File: config.mk
export PLATFORM = sky130hd
export DESIGN_NAME = leaf_i3o1
export DESIGN_NICKNAME = d
export VERILOG_FILES = /design/src/rtl/bft_pkg.sv /design/src/rtl/leaf_pkg.sv /design/src/rtl/stream_if.sv /design/src/rtl/port_fifo.sv /design/src/rtl/pkt_router_in.sv /design/src/rtl/user_kernel.sv /design/src/rtl/leaf_ctrl.sv /design/src/rtl/leaf_i3o1.sv
export VERILOG_INCLUDE_DIRS = /design/src /design/src/rtl
export SDC_FILE = /design/constraint.sdc
export NUM_CORES = 1
export LEC_CHECK = 0
export ABC_AREA = 1
export ABC_CLOCK_PERIOD_IN_PS = 4600
export BUFFER_PORTS_ARGS = -buffer_cell sky130_fd_sc_hd__buf_4
export CAP_MARGIN = 20
export CELL_PAD_IN_SITES_DETAIL_PLACEMENT = 0
export CELL_PAD_IN_SITES_GLOBAL_PLACEMENT = 1
export CORE_ASPECT_RATIO = 0.5
export CORE_UTILIZATION = 52
export CTS_CLUSTER_SIZE = 40
export DETAILED_ROUTE_END_ITERATION = 12
export GPL_ROUTABILITY_DRIVEN = 0
export PLACE_DENSITY = 0.84
export SLEW_MARGIN = 0
export SYNTH_ARGS = -nofsm -noshare
export SYNTH_HDL_FRONTEND = slang
export SYNTH_SLANG_ARGS = --single-unit
File: constraint.sdc
create_clock -name clk -period 4.6 [get_ports clk]
set_clock_uncertainty 0.1 [all_clocks]
set_input_delay 0.46 -clock clk [delete_from_list [all_inputs] [get_ports clk]]
set_output_delay 0.46 -clock clk [all_outputs]
set_load 0.1 [all_outputs]
File: src/rtl/leaf_defines.svh
`ifndef LEAF_DEFINES_SVH
`define LEAF_DEFINES_SVH

// Tree packet layout, from the top bit down: valid, leaf, port, addr, payload.
`define LEAF_PACKET_BITS 49
`define LEAF_PAYLOAD_BITS 32
`define LEAF_LEAF_BITS 5
`define LEAF_PORT_BITS 4
`define LEAF_ADDR_BITS 7

// Entries per queue, payload and output queues alike.
`define LEAF_FIFO_DEPTH 8

// Port 0 is the configuration port and is not counted here.
`define LEAF_NUM_IN_PORTS 3

`endif

File: src/rtl/bft_pkg.sv
`include "leaf_defines.svh"

package bft_pkg;

    typedef logic [`LEAF_LEAF_BITS-1:0] leaf_id_t;
    typedef logic [`LEAF_PORT_BITS-1:0] port_id_t;

    // Packet as it travels through the tree.
    typedef struct packed {
        logic valid;
        leaf_id_t dest_leaf;
        port_id_t dest_port;
        logic [`LEAF_ADDR_BITS-1:0] addr; // BRAM address, passed along untouched.
        logic [`LEAF_PAYLOAD_BITS-1:0] payload;
    } bft_packet_t;

endpackage

File: src/rtl/leaf_pkg.sv
`include "leaf_defines.svh"

package leaf_pkg;

    // Word exchanged with the user kernel.
    typedef logic [`LEAF_PAYLOAD_BITS-1:0] word_t;

    // Where the leaf sends its output packets.
    typedef struct packed {
        bft_pkg::leaf_id_t dest_leaf;
        bft_pkg::port_id_t dest_port;
    } dest_cfg_t;

endpackage

File: src/rtl/stream_if.sv
`timescale 1ns/1ps
`include "leaf_defines.svh"

interface stream_if #(
    parameter type data_t = logic [`LEAF_PAYLOAD_BITS-1:0]
);

    data_t data;
    logic vld;
    logic ack; // A word moves in every cycle with vld and ack both high.

    modport producer (
        output data,
        output vld,
        input ack
    );

    modport consumer (
        input data,
        input vld,
        output ack
    );

endinterface

File: src/rtl/port_fifo.sv
`timescale 1ns/1ps

module port_fifo #(
    parameter type entry_t = logic [31:0],
    parameter int depth = 8
) (
    input logic clk,
    input logic arst_n,
    stream_if.consumer wr,
    stream_if.producer rd
);

    localparam int ptr_bits = $clog2(depth);
    localparam logic [ptr_bits-1:0] last_idx = ptr_bits'(depth - 1);
    localparam logic [ptr_bits:0] full_count = (ptr_bits + 1)'(depth);

    entry_t mem [depth];
    logic [ptr_bits-1:0] wr_ptr;
    logic [ptr_bits-1:0] rd_ptr;
    logic [ptr_bits:0] count;
    logic push;
    logic pop;

    assign wr.ack = (count != full_count);
    assign rd.vld = (count != '0);
    assign rd.data = mem[rd_ptr]; // Head entry stays put until it is popped.

    assign push = wr.vld && wr.ack;
    assign pop = rd.vld && rd.ack;

    always_ff @(posedge clk or negedge arst_n) begin
        if (!arst_n) begin
            wr_ptr <= '0;
            rd_ptr <= '0;
            count <= '0;
        end else begin
            if (push) begin
                wr_ptr <= (wr_ptr == last_idx) ? '0 : wr_ptr + 1'b1;
            end
            if (pop) begin
                rd_ptr <= (rd_ptr == last_idx) ? '0 : rd_ptr + 1'b1;
            end
            if (push && !pop) begin
                count <= count + 1'b1;
            end else if (pop && !push) begin
                count <= count - 1'b1;
            end
        end
    end

    always_ff @(posedge clk) begin
        if (push) begin
            mem[wr_ptr] <= wr.data;
        end
    end

endmodule

File: src/rtl/pkt_router_in.sv
`timescale 1ns/1ps
`include "leaf_defines.svh"

module pkt_router_in #(
    parameter bft_pkg::leaf_id_t leaf_id = 5'd3
) (
    input logic clk,
    input logic arst_n,
    input bft_pkg::bft_packet_t din_leaf_bft2interface,
    stream_if.producer port_out [1:`LEAF_NUM_IN_PORTS],
    output logic cfg_wr,
    output leaf_pkg::dest_cfg_t cfg_data
);

    import bft_pkg::*;
    import leaf_pkg::*;

    logic hit;
    logic [`LEAF_NUM_IN_PORTS:1] vld_q;
    word_t payload_q;

    assign hit = din_leaf_bft2interface.valid && (din_leaf_bft2interface.dest_leaf == leaf_id);

    always_ff @(posedge clk or negedge arst_n) begin
        if (!arst_n) begin
            vld_q <= '0;
            cfg_wr <= 1'b0;
        end else begin
            vld_q <= '0;
            cfg_wr <= 1'b0;
            if (hit) begin
                if (din_leaf_bft2interface.dest_port == '0) begin
                    cfg_wr <= 1'b1;
                end
                // Ports beyond the last input port fall through and are dropped.
                for (int p = 1; p <= `LEAF_NUM_IN_PORTS; p++) begin
                    if (din_leaf_bft2interface.dest_port == port_id_t'(p)) begin
                        vld_q[p] <= 1'b1;
                    end
                end
            end
        end
    end

    always_ff @(posedge clk) begin
        if (hit) begin
            payload_q <= din_leaf_bft2interface.payload;
            cfg_data.dest_leaf <= din_leaf_bft2interface.payload[`LEAF_LEAF_BITS-1:0];
            cfg_data.dest_port <= din_leaf_bft2interface.payload[`LEAF_LEAF_BITS +: `LEAF_PORT_BITS];
        end
    end

    // A full queue leaves ack low and the word is lost.
    for (genvar p = 1; p <= `LEAF_NUM_IN_PORTS; p++) begin : g_port
        assign port_out[p].vld = vld_q[p];
        assign port_out[p].data = payload_q;
    end

endmodule

File: src/rtl/user_kernel.sv
`timescale 1ns/1ps

module user_kernel (
    input logic clk,
    input logic arst_n,
    input logic user_rst,
    stream_if.consumer in1,
    stream_if.consumer in2,
    stream_if.consumer in3,
    stream_if.producer out
);

    import leaf_pkg::*;

    logic take;
    logic sum_vld;
    word_t sum_q;

    // All three words are taken together, and only when the result has somewhere to go.
    assign take = !user_rst && in1.vld && in2.vld && in3.vld && (!sum_vld || out.ack);

    assign in1.ack = take;
    assign in2.ack = take;
    assign in3.ack = take;

    assign out.vld = sum_vld;
    assign out.data = sum_q;

    always_ff @(posedge clk or negedge arst_n) begin
        if (!arst_n) begin
            sum_vld <= 1'b0;
        end else if (user_rst) begin
            sum_vld <= 1'b0;
        end else if (take) begin
            sum_vld <= 1'b1;
        end else if (out.ack) begin
            sum_vld <= 1'b0;
        end
    end

    always_ff @(posedge clk) begin
        if (user_rst) begin
            sum_q <= '0;
        end else if (take) begin
            sum_q <= in1.data + in2.data + in3.data; // Wraps at 32 bits.
        end
    end

endmodule

File: src/rtl/leaf_ctrl.sv
`timescale 1ns/1ps

module leaf_ctrl (
    input logic clk,
    input logic arst_n,
    input logic ap_start,
    input logic resend,
    input logic cfg_wr,
    input leaf_pkg::dest_cfg_t cfg_data,
    output logic user_rst,
    stream_if.consumer k_out,
    stream_if.producer pkt_q_in,
    stream_if.consumer pkt_q_out,
    output bft_pkg::bft_packet_t dout_leaf_interface2bft
);

    import bft_pkg::*;
    import leaf_pkg::*;

    logic started;
    dest_cfg_t dest_q;
    logic wrap_vld;
    bft_packet_t wrap_pkt;
    bft_packet_t out_pkt;

    assign user_rst = !started; // Kernel stays in reset until the first ap_start.

    assign k_out.ack = !wrap_vld || pkt_q_in.ack;
    assign pkt_q_in.vld = wrap_vld;
    assign pkt_q_in.data = wrap_pkt;

    assign pkt_q_out.ack = !resend;

    // A packet hidden by resend is still held in out_pkt and goes out once resend drops.
    assign dout_leaf_interface2bft = resend ? '0 : out_pkt;

    always_ff @(posedge clk or negedge arst_n) begin
        if (!arst_n) begin
            started <= 1'b0;
            dest_q <= '0;
            wrap_vld <= 1'b0;
            out_pkt <= '0;
        end else begin
            if (ap_start) begin
                started <= 1'b1;
            end
            if (cfg_wr) begin
                dest_q <= cfg_data;
            end
            if (k_out.vld && k_out.ack) begin
                wrap_vld <= 1'b1;
            end else if (pkt_q_in.ack) begin
                wrap_vld <= 1'b0;
            end
            if (!resend) begin
                out_pkt <= pkt_q_out.vld ? pkt_q_out.data : '0;
            end
        end
    end

    always_ff @(posedge clk) begin
        if (k_out.vld && k_out.ack) begin
            wrap_pkt.valid <= 1'b1;
            wrap_pkt.dest_leaf <= dest_q.dest_leaf;
            wrap_pkt.dest_port <= dest_q.dest_port;
            wrap_pkt.addr <= '0;
            wrap_pkt.payload <= k_out.data;
        end
    end

endmodule

File: src/rtl/leaf_i3o1.sv
`timescale 1ns/1ps
`include "leaf_defines.svh"

module leaf_i3o1 #(
    parameter bft_pkg::leaf_id_t leaf_id = 5'd3
) (
    input logic clk,
    input logic arst_n,
    input logic [`LEAF_PACKET_BITS-1:0] din_leaf_bft2interface,
    output logic [`LEAF_PACKET_BITS-1:0] dout_leaf_interface2bft,
    input logic resend,
    input logic ap_start
);

    import bft_pkg::*;
    import leaf_pkg::*;

    logic cfg_wr;
    dest_cfg_t cfg_data;
    logic user_rst;

    stream_if #(.data_t(word_t)) in_q [1:`LEAF_NUM_IN_PORTS] ();
    stream_if #(.data_t(word_t)) k_in [1:`LEAF_NUM_IN_PORTS] ();
    stream_if #(.data_t(word_t)) k_out ();
    stream_if #(.data_t(bft_packet_t)) pkt_q_in ();
    stream_if #(.data_t(bft_packet_t)) pkt_q_out ();

    pkt_router_in #(
        .leaf_id(leaf_id)
    ) pkt_router_in_inst (
        .clk(clk),
        .arst_n(arst_n),
        .din_leaf_bft2interface(bft_packet_t'(din_leaf_bft2interface)),
        .port_out(in_q),
        .cfg_wr(cfg_wr),
        .cfg_data(cfg_data)
    );

    for (genvar p = 1; p <= `LEAF_NUM_IN_PORTS; p++) begin : g_in_fifo
        port_fifo #(
            .entry_t(word_t),
            .depth(`LEAF_FIFO_DEPTH)
        ) port_fifo_inst (
            .clk(clk),
            .arst_n(arst_n),
            .wr(in_q[p]),
            .rd(k_in[p])
        );
    end

    user_kernel user_kernel_inst (
        .clk(clk),
        .arst_n(arst_n),
        .user_rst(user_rst),
        .in1(k_in[1]),
        .in2(k_in[2]),
        .in3(k_in[3]),
        .out(k_out)
    );

    port_fifo #(
        .entry_t(bft_packet_t),
        .depth(`LEAF_FIFO_DEPTH)
    ) out_fifo_inst (
        .clk(clk),
        .arst_n(arst_n),
        .wr(pkt_q_in),
        .rd(pkt_q_out)
    );

    leaf_ctrl leaf_ctrl_inst (
        .clk(clk),
        .arst_n(arst_n),
        .ap_start(ap_start),
        .resend(resend),
        .cfg_wr(cfg_wr),
        .cfg_data(cfg_data),
        .user_rst(user_rst),
        .k_out(k_out),
        .pkt_q_in(pkt_q_in),
        .pkt_q_out(pkt_q_out),
        .dout_leaf_interface2bft(dout_leaf_interface2bft)
    );

endmodule

==> run_results.csv, run 1 <==
group,metric,value,unit
status,status,"finished clean",
clocking,clk_latency,0.72,ns
layout,drive_gt1_share,9.910,%
setup_path,path_class,"flop to flop",
sta,slew_headroom,23.48,%
sta,rsz0062_at_grt,"false",
setup_path,slowest_delay,0.71,ns
yosys,ys.flop_type,"edfxtp_1",
layout,syn2layout_area_growth,12.45,%
floorplanning,num_io_pins,102,
clocking,path_clk_slew,0.07,ns
clocking,clock_sinks,1299,
place,portBuffers,87,
drt,dr_total_vias,32970,
clocking,cts_setup_buffers,0,
drt,drt_iter0_drc,2907,
setup_path,worstPathMaxFanout,30,
sta,slew_viol_final,0,
layout,final_common_cell,"edfxtp_1",
drt,viasPerCell,5.817,
clocking,clockRootBuffer,"clkbuf_16",
global_route,first_global_vias,31520,
yosys,synth_seq_cells,1299,
clocking,cts_tree,"built",
floorplanning,die_h,227.1,um
yosys,syn-cell-area,52710,sq um
global_route,overflow,0,
clocking,h-tree-depth,3,
sta,post-route-period-util,93.42,%
place,dp_slack,0.4445,ns
layout,nFillCells,7537,
setup_path,crit_arrival,4.78,ns
drt,drt-total-wl,127300,um
global_route,grt_pass1_wl,191000,um
sta,setup_violations,0,
yosys,yosys_warnings,0,
clocking,clock_path_buffers,3,
drt,wire_per_inst,22.47,um
setup_path,cp-end-kind,"flop",
global_route,use_met1,34.99,%
place,dpl.hpwl,77510,um
drt,drcViolationCount,0,
global_route,grt_usage,24.81,%
global_route,met3_usage,3.682,%
sta,fin_ws,0.3025,ns
global_route,met2_usage,40.36,%
floorplanning,dieArea,102700,sq um
setup_path,cp_cell_sequence,"buf_12 -> buf_4 -> o21ai_0 -> o22ai_1 -> nor2_1 -> a31oi_1 -> fa_1 -> ha_1 -> nand2_1 -> nor2_1 -> nand2_1 -> nor3_1 -> nand2_1 -> nand2_1 -> nand2_1 -> nand3_1 -> nand2_1",
floorplanning,initial_core_util,52.58,%
global_route,grt-busiest-layer,"met2",
yosys,asyncSetResetFlopFracSynth,7.544,%
floorplanning,core_region_area,100200,sq um
hold_path,hold_class,"input port to flop",
yosys,yosys.cell_types.count,53,
drt,antenna_left,0,
yosys,netlist_instances,4114,
floorplanning,num_rows,82,
sta,finalHoldViolCount,0,
layout,final_nets,4370,
clocking,cts_hold_buf,41,
sta,max_freq,232.7,MHz
setup_path,startpoint_type,"flop",
yosys,synth_enable_flop_cells,1169,
setup_path,cp.required,5.08,ns
sta,fin_tns_setup,0,ns
global_route,antenna_found_initial,3,
clocking,cts_buffers,109,
drt,drtPass1Iterations,8,
sta,tightest_slew,1.148,ns
floorplanning,dieWidth,452.2,um
flow_run,maxCapViolations,0,
clocking,cts_resized,0,
layout,mostFrequentLayoutCells,"edfxtp_1, nor2_1, o21ai_0",
setup_path,critPathSlowestCell,"dfrtp_2",
setup_path,path_common_cell,"nand2_1",
yosys,syn_avg_cell_area,12.81,sq um
global_route,grt_max_degree,102,
yosys,ys_seq_area_share,72.47,%
sta,period_needed,4.297,ns
through the flow:
stage | hold slack [ns] | area [sq um] | std cells | util (%)
floorplan | 0.06441 | 52730 | 4120 | -
global placement | 0.3153 | 55180 | 5414 | 55.05
detailed placement | 0.3216 | 55180 | 5414 | 55.05
CTS | 0.001168 | 59230 | 5662 | 59.09
global route | 0.03145 | 59260 | 5664 | 59.12
finish | 0.04048 | 59270 | 5667 | 59.13
cell type report:
type / count / area, sq um / share of cell area (%)
Clock buffer: 140 / 2938 / 4.957
Multi-Input combinational cell: 2435 / 13030 / 21.98
Timing Repair Buffer: 225 / 2100 / 3.542
Clock inverter: 67 / 704.4 / 1.189
Tap cell: 1344 / 1682 / 2.837
Antenna cell: 4 / 10.01 / 0.01689
Inverter: 153 / 585.6 / 0.9880
Sequential cell: 1299 / 38220 / 64.49
state kept, by name, indices dropped and copies added, names as in the netlist:
register / cells
leaf_ctrl_inst.pkt_q_in.vld: 1
pkt_router_in_inst.cfg_wr: 1
out_fifo_inst.rd_ptr: 3
user_kernel_inst.out.vld: 1
g_in_fifo.port_fifo_inst.count: 12
leaf_ctrl_inst.out_pkt: 42
out_fifo_inst.count: 4
out_fifo_inst.mem: 328
g_in_fifo.port_fifo_inst.wr_ptr: 9
user_kernel_inst.out.data: 32
g_in_fifo.port_fifo_inst.rd_ptr: 9
pkt_router_in_inst.vld_q: 3
leaf_ctrl_inst.started: 1
leaf_ctrl_inst.dest_q: 9
out_fifo_inst.wr_ptr: 3
g_in_fifo.port_fifo_inst.mem: 768
leaf_ctrl_inst.pkt_q_in.data: 41
pkt_router_in_inst.port_out.data: 32
per-layer routing:
| layer | wire length (um) | vias up | share of wire [%] |
|---|---|---|---|
| met3 | 9680 | 189 | 7.6 |
| met4 | 3152 | 0 | 2.5 |
| met1 | 54440 | 16430 | 43 |
| met5 | 0 | - | 0 |
| met2 | 60040 | 1247 | 47 |
| li1 | - | 15100 | - |
worst max-delay path, delay by kind of cell (launching register included):
| kind | cells | cell delay (ns) |
|---|---|---|
| DFF | 1 | 0.71 |
| buffers and inverters | 2 | 0.57 |
| and+or+nand+nor | 10 | 1.21 |
| AOI/OAI and AO/OA | 3 | 0.65 |
| adders and majority gates | 2 | 0.89 |
synthesized netlist by cell type, drive strengths merged, types with 5 or more instances:
library cell     n  area (sq um)
inv            153         581.8
nand3           58         305.3
buf            122         750.7
mux2            12         135.1
a21oi           47         235.2
o221ai          50         437.9
o21ai          567          2845
o32ai           41         359.1
nor3             8         45.04
nand4            5         31.28
mux2i           41         410.4
o22ai           93         581.8
nor2           939          3532
nand2          297          1132
a31oi           87         571.8
o211ai          43         322.8
edfxtp        1169         35100
clkbuf         111         417.9
dfxtp           32         640.6
fa              36         720.7
a21o             9         67.56
xnor2           10         87.58
dfrtp           98          2452
xor2             5         43.79
ha              58         725.7
final timing paths:
| check | cells after the start | to | startpoint | slack (ns) |
|---|---|---|---|---|
| max in group asynchronous | 3 | leaf_ctrl_inst.out_pkt[42]$_DFFE_PN0N_ | arst_n | 3.15 |
| hold / removal | 2 | pkt_router_in_inst.port_out[1].data[12]$_DFFE_PP_ | din_leaf_bft2interface[47] | 0.04 |
| setup reg to reg | 17 | user_kernel_inst.out.data[29]$_SDFFE_PN0N_ | g_in_fifo[3].port_fifo_inst.rd_ptr[1]$_DFFE_PN0P_ | 0.30 |
| setup / recovery | 17 | user_kernel_inst.out.data[29]$_SDFFE_PN0N_ | g_in_fifo[3].port_fifo_inst.rd_ptr[1]$_DFFE_PN0P_ | 0.30 |
| min in group asynchronous | 2 | g_in_fifo[3].port_fifo_inst.wr_ptr[0]$_DFFE_PN0P_ | arst_n | 0.32 |
| hold reg to reg | 0 | leaf_ctrl_inst.pkt_q_in.data[9]$_DFFE_PP_ | user_kernel_inst.out.data[9]$_SDFFE_PN0N_ | 0.34 |
kinds of logic after synthesis:
kind of cell	share of synthesized area [%]
and+or+nand+nor	9.752
DFF	72.47
AOI/OAI and AO/OA	10.42
buffers and inverters	3.321
adders and majority gates	2.744
muxes	1.035
xor gates and xnor gates	0.2492
other	0.007115
Power of run 1 is not shown: default switching activity piles up to over one toggle a cycle in this logic, so the estimate is an artifact.
==> run 2, diff against run 1 <==
--- a/config.mk
+++ b/config.mk
@@ -13,6 +13,7 @@
 export CELL_PAD_IN_SITES_DETAIL_PLACEMENT = 0
 export CELL_PAD_IN_SITES_GLOBAL_PLACEMENT = 1
 export CORE_ASPECT_RATIO = 0.5
+export CORE_MARGIN = 2
 export CORE_UTILIZATION = 52
 export CTS_CLUSTER_SIZE = 40
 export DETAILED_ROUTE_END_ITERATION = 12
==> run 2 against run 1 <==
  * Die area grew 1.3%
  * Core utilization shrank 0.38 points
  * Count of clock-buffer cells in the layout grew 8
  * Final area shrank 0.54%
  * Register-to-register slack gained 0.02 ns
  * Critical endpoint is now user_kernel_inst.out.data[24]$_SDFFE_PN0N_
==> run_results.csv, run 2 (synthesis gave the netlist of run 1 again) <==
group,metric,value,unit
status,status,"finished clean",
clocking,cts_buffers,110,
layout,largest_register_ffs,768,
layout,n_antenna_cell,0,
layout,final_common_cell,"edfxtp_1",
clocking,h-tree-depth,3,
clocking,path_clk_slew,0.07,ns
drt,antenna_left,0,
clocking,clk_latency,0.72,ns
setup_path,r2r_end,"user_kernel_inst.out.data[24]$_SDFFE_PN0N_",
global_route,first_global_vias,31690,
layout,syn2layout_area_growth,11.84,%
drt,wire_per_inst,22.52,um
setup_path,rrSetupSlack,0.32,ns
drt,drt_iter0_drc,3523,
global_route,grt_pass1_wl,192600,um
floorplanning,dieArea,104100,sq um
global_route,grt_usage,24.48,%
sta,tightest_slew,1.083,ns
setup_path,worstPathMaxFanout,52,
layout,mostFrequentLayoutCells,"edfxtp_1, nor2_1, o21ai_0",
layout,drive_gt1_share,9.798,%
clocking,clock_path_buffers,3,
sta,finalHoldViolCount,0,
global_route,grt_max_degree,167,
sta,post-route-period-util,93.07,%
drt,viasPerCell,5.864,
sta,rsz0062_at_grt,"false",
setup_path,r2r-start,"g_in_fifo[3].port_fifo_inst.rd_ptr[0]$_DFFE_PN0P_",
floorplanning,num_rows,82,
clocking,cts_resized,0,
setup_path,cp.required,5.08,ns
sta,period_needed,4.281,ns
global_route,overflow,0,
drt,drcViolationCount,0,
layout,regMostFlops,"g_in_fifo.port_fifo_inst.mem",
global_route,antenna_found_initial,0,
drt,drt-total-wl,127300,um
drt,drtPass1Iterations,7,
clocking,cts_tree,"built",
sta,fin_tns_setup,0,ns
setup_path,startpoint_type,"flop",
setup_path,crit_arrival,4.76,ns
floorplanning,dieWidth,454.2,um
setup_path,rr_worst_depth,16,
layout,top_regs,"g_in_fifo.port_fifo_inst.mem: 768 flops, out_fifo_inst.mem: 328 flops, leaf_ctrl_inst.out_pkt: 42 flops",
sta,setup_violations,0,
sta,whs,0.3089,ns
clocking,clockRootBuffer,"clkbuf_16",
setup_path,path_class,"flop to flop",
place,dpl.hpwl,76590,um
hold_path,hold_class,"input port to async pin",
sta,slew_headroom,27.81,%
place,portBuffers,87,
drt,dr_total_vias,33140,
floorplanning,core_region_area,100300,sq um
clocking,clock_sinks,1299,
layout,final_core_util,58.75,%
layout,final_nets,4358,
flow_run,maxCapViolations,0,
floorplanning,num_io_pins,102,
floorplanning,die_h,229.1,um
sta,max_freq,233.6,MHz
sta,slew_viol_final,0,
floorplanning,initial_core_util,52.53,%
setup_path,cp-end-kind,"flop",
==> run 2: cell types whose count changed in the layout (fill, tap and decap cells not counted) <==
cell        before  now
buf_4          160  150
bufinv_16       14    6
diode_2          4    0
buf_16           1    0
clkbuf_1        25   30
inv_8            1    0
buf_12          23   21
clkinvlp_2       1    0
clkinv_1        27   16
clkinvlp_4       5    7
clkinv_4         3    2
clkinv_2        15   28
clkbuf_8         3    6
==> run 2: cell type report <==
class                           instances  area [sq um]
Clock inverter                         60         478.0
Clock buffer                          148          2998
Fill cell                            7675         41390
Tap cell                             1344          1682
Inverter                              153         585.6
Timing Repair Buffer                  212          1957
Sequential cell                      1299         38220
Multi-Input combinational cell       2435         13030
==> run 2: repair_timing <==
item / 4_1_cts / 5_1_grt
setup buffers: 0 / 0
hold buffers: 41 / 0
endpoints found under the hold margin: 95 / 0
==> run 2: per-stage QoR <==
| stage | area, sq um | instances | setup slack (ns) |
|---|---|---|---|
| global route | 58950 | 5651 | 0.1735 |
| CTS | 58950 | 5651 | 0.4675 |
| finish | 58950 | 5651 | 0.3190 |
| detailed placement | 55060 | 5402 | 0.5056 |
| global placement | 55060 | 5402 | 0.4941 |
| floorplan | 52730 | 4120 | 0.8449 |
==> run 2: worst max path at each step <==
stage,start,to,slack (ns),cells past startpoint
6_report,g_in_fifo[3].port_fifo_inst.rd_ptr[0]$_DFFE_PN0P_,user_kernel_inst.out.data[24]$_SDFFE_PN0N_,0.32,16
5_1_grt,g_in_fifo[3].port_fifo_inst.rd_ptr[1]$_DFFE_PN0P_,user_kernel_inst.out.data[26]$_SDFFE_PN0N_,0.17,17
4_1_cts,g_in_fifo[3].port_fifo_inst.rd_ptr[1]$_DFFE_PN0P_,user_kernel_inst.out.data[18]$_SDFFE_PN0N_,0.47,15
3_5_place_dp,g_in_fifo[3].port_fifo_inst.rd_ptr[1]$_DFFE_PN0P_,user_kernel_inst.out.data[18]$_SDFFE_PN0N_,0.51,15
3_3_place_gp,g_in_fifo[3].port_fifo_inst.rd_ptr[1]$_DFFE_PN0P_,user_kernel_inst.out.data[18]$_SDFFE_PN0N_,0.49,15
2_1_floorplan,din_leaf_bft2interface[46],pkt_router_in_inst.vld_q[1]$_DFF_PN0_,0.84,5
==> run 2: critical path, stage by stage (launching register included) <==
cell and delay (ns):
dfrtp_4 0.51, clkinv_2 0.19, buf_12 0.24, buf_4 0.19
o21ai_0 0.09, a31oi_1 0.52, fa_1 0.57, ha_1 0.47
nand2_1 0.18, nor2_1 0.21, nand2_1 0.08, nor4_1 0.18
nand2_1 0.14, nand3_1 0.10, nand2_1 0.05, nand3_1 0.17
nand2_1 0.07
==> run 2: per-layer routing <==
layer,share of wire [%],vias to the layer above,track usage [%]
met5,0,-,0
met4,2.3,0,6.529
met3,7.8,189,4.208
met2,47,1327,39.47
met1,43,16580,34.68
li1,-,15040,-
Power of run 2 is left out for the same reason.
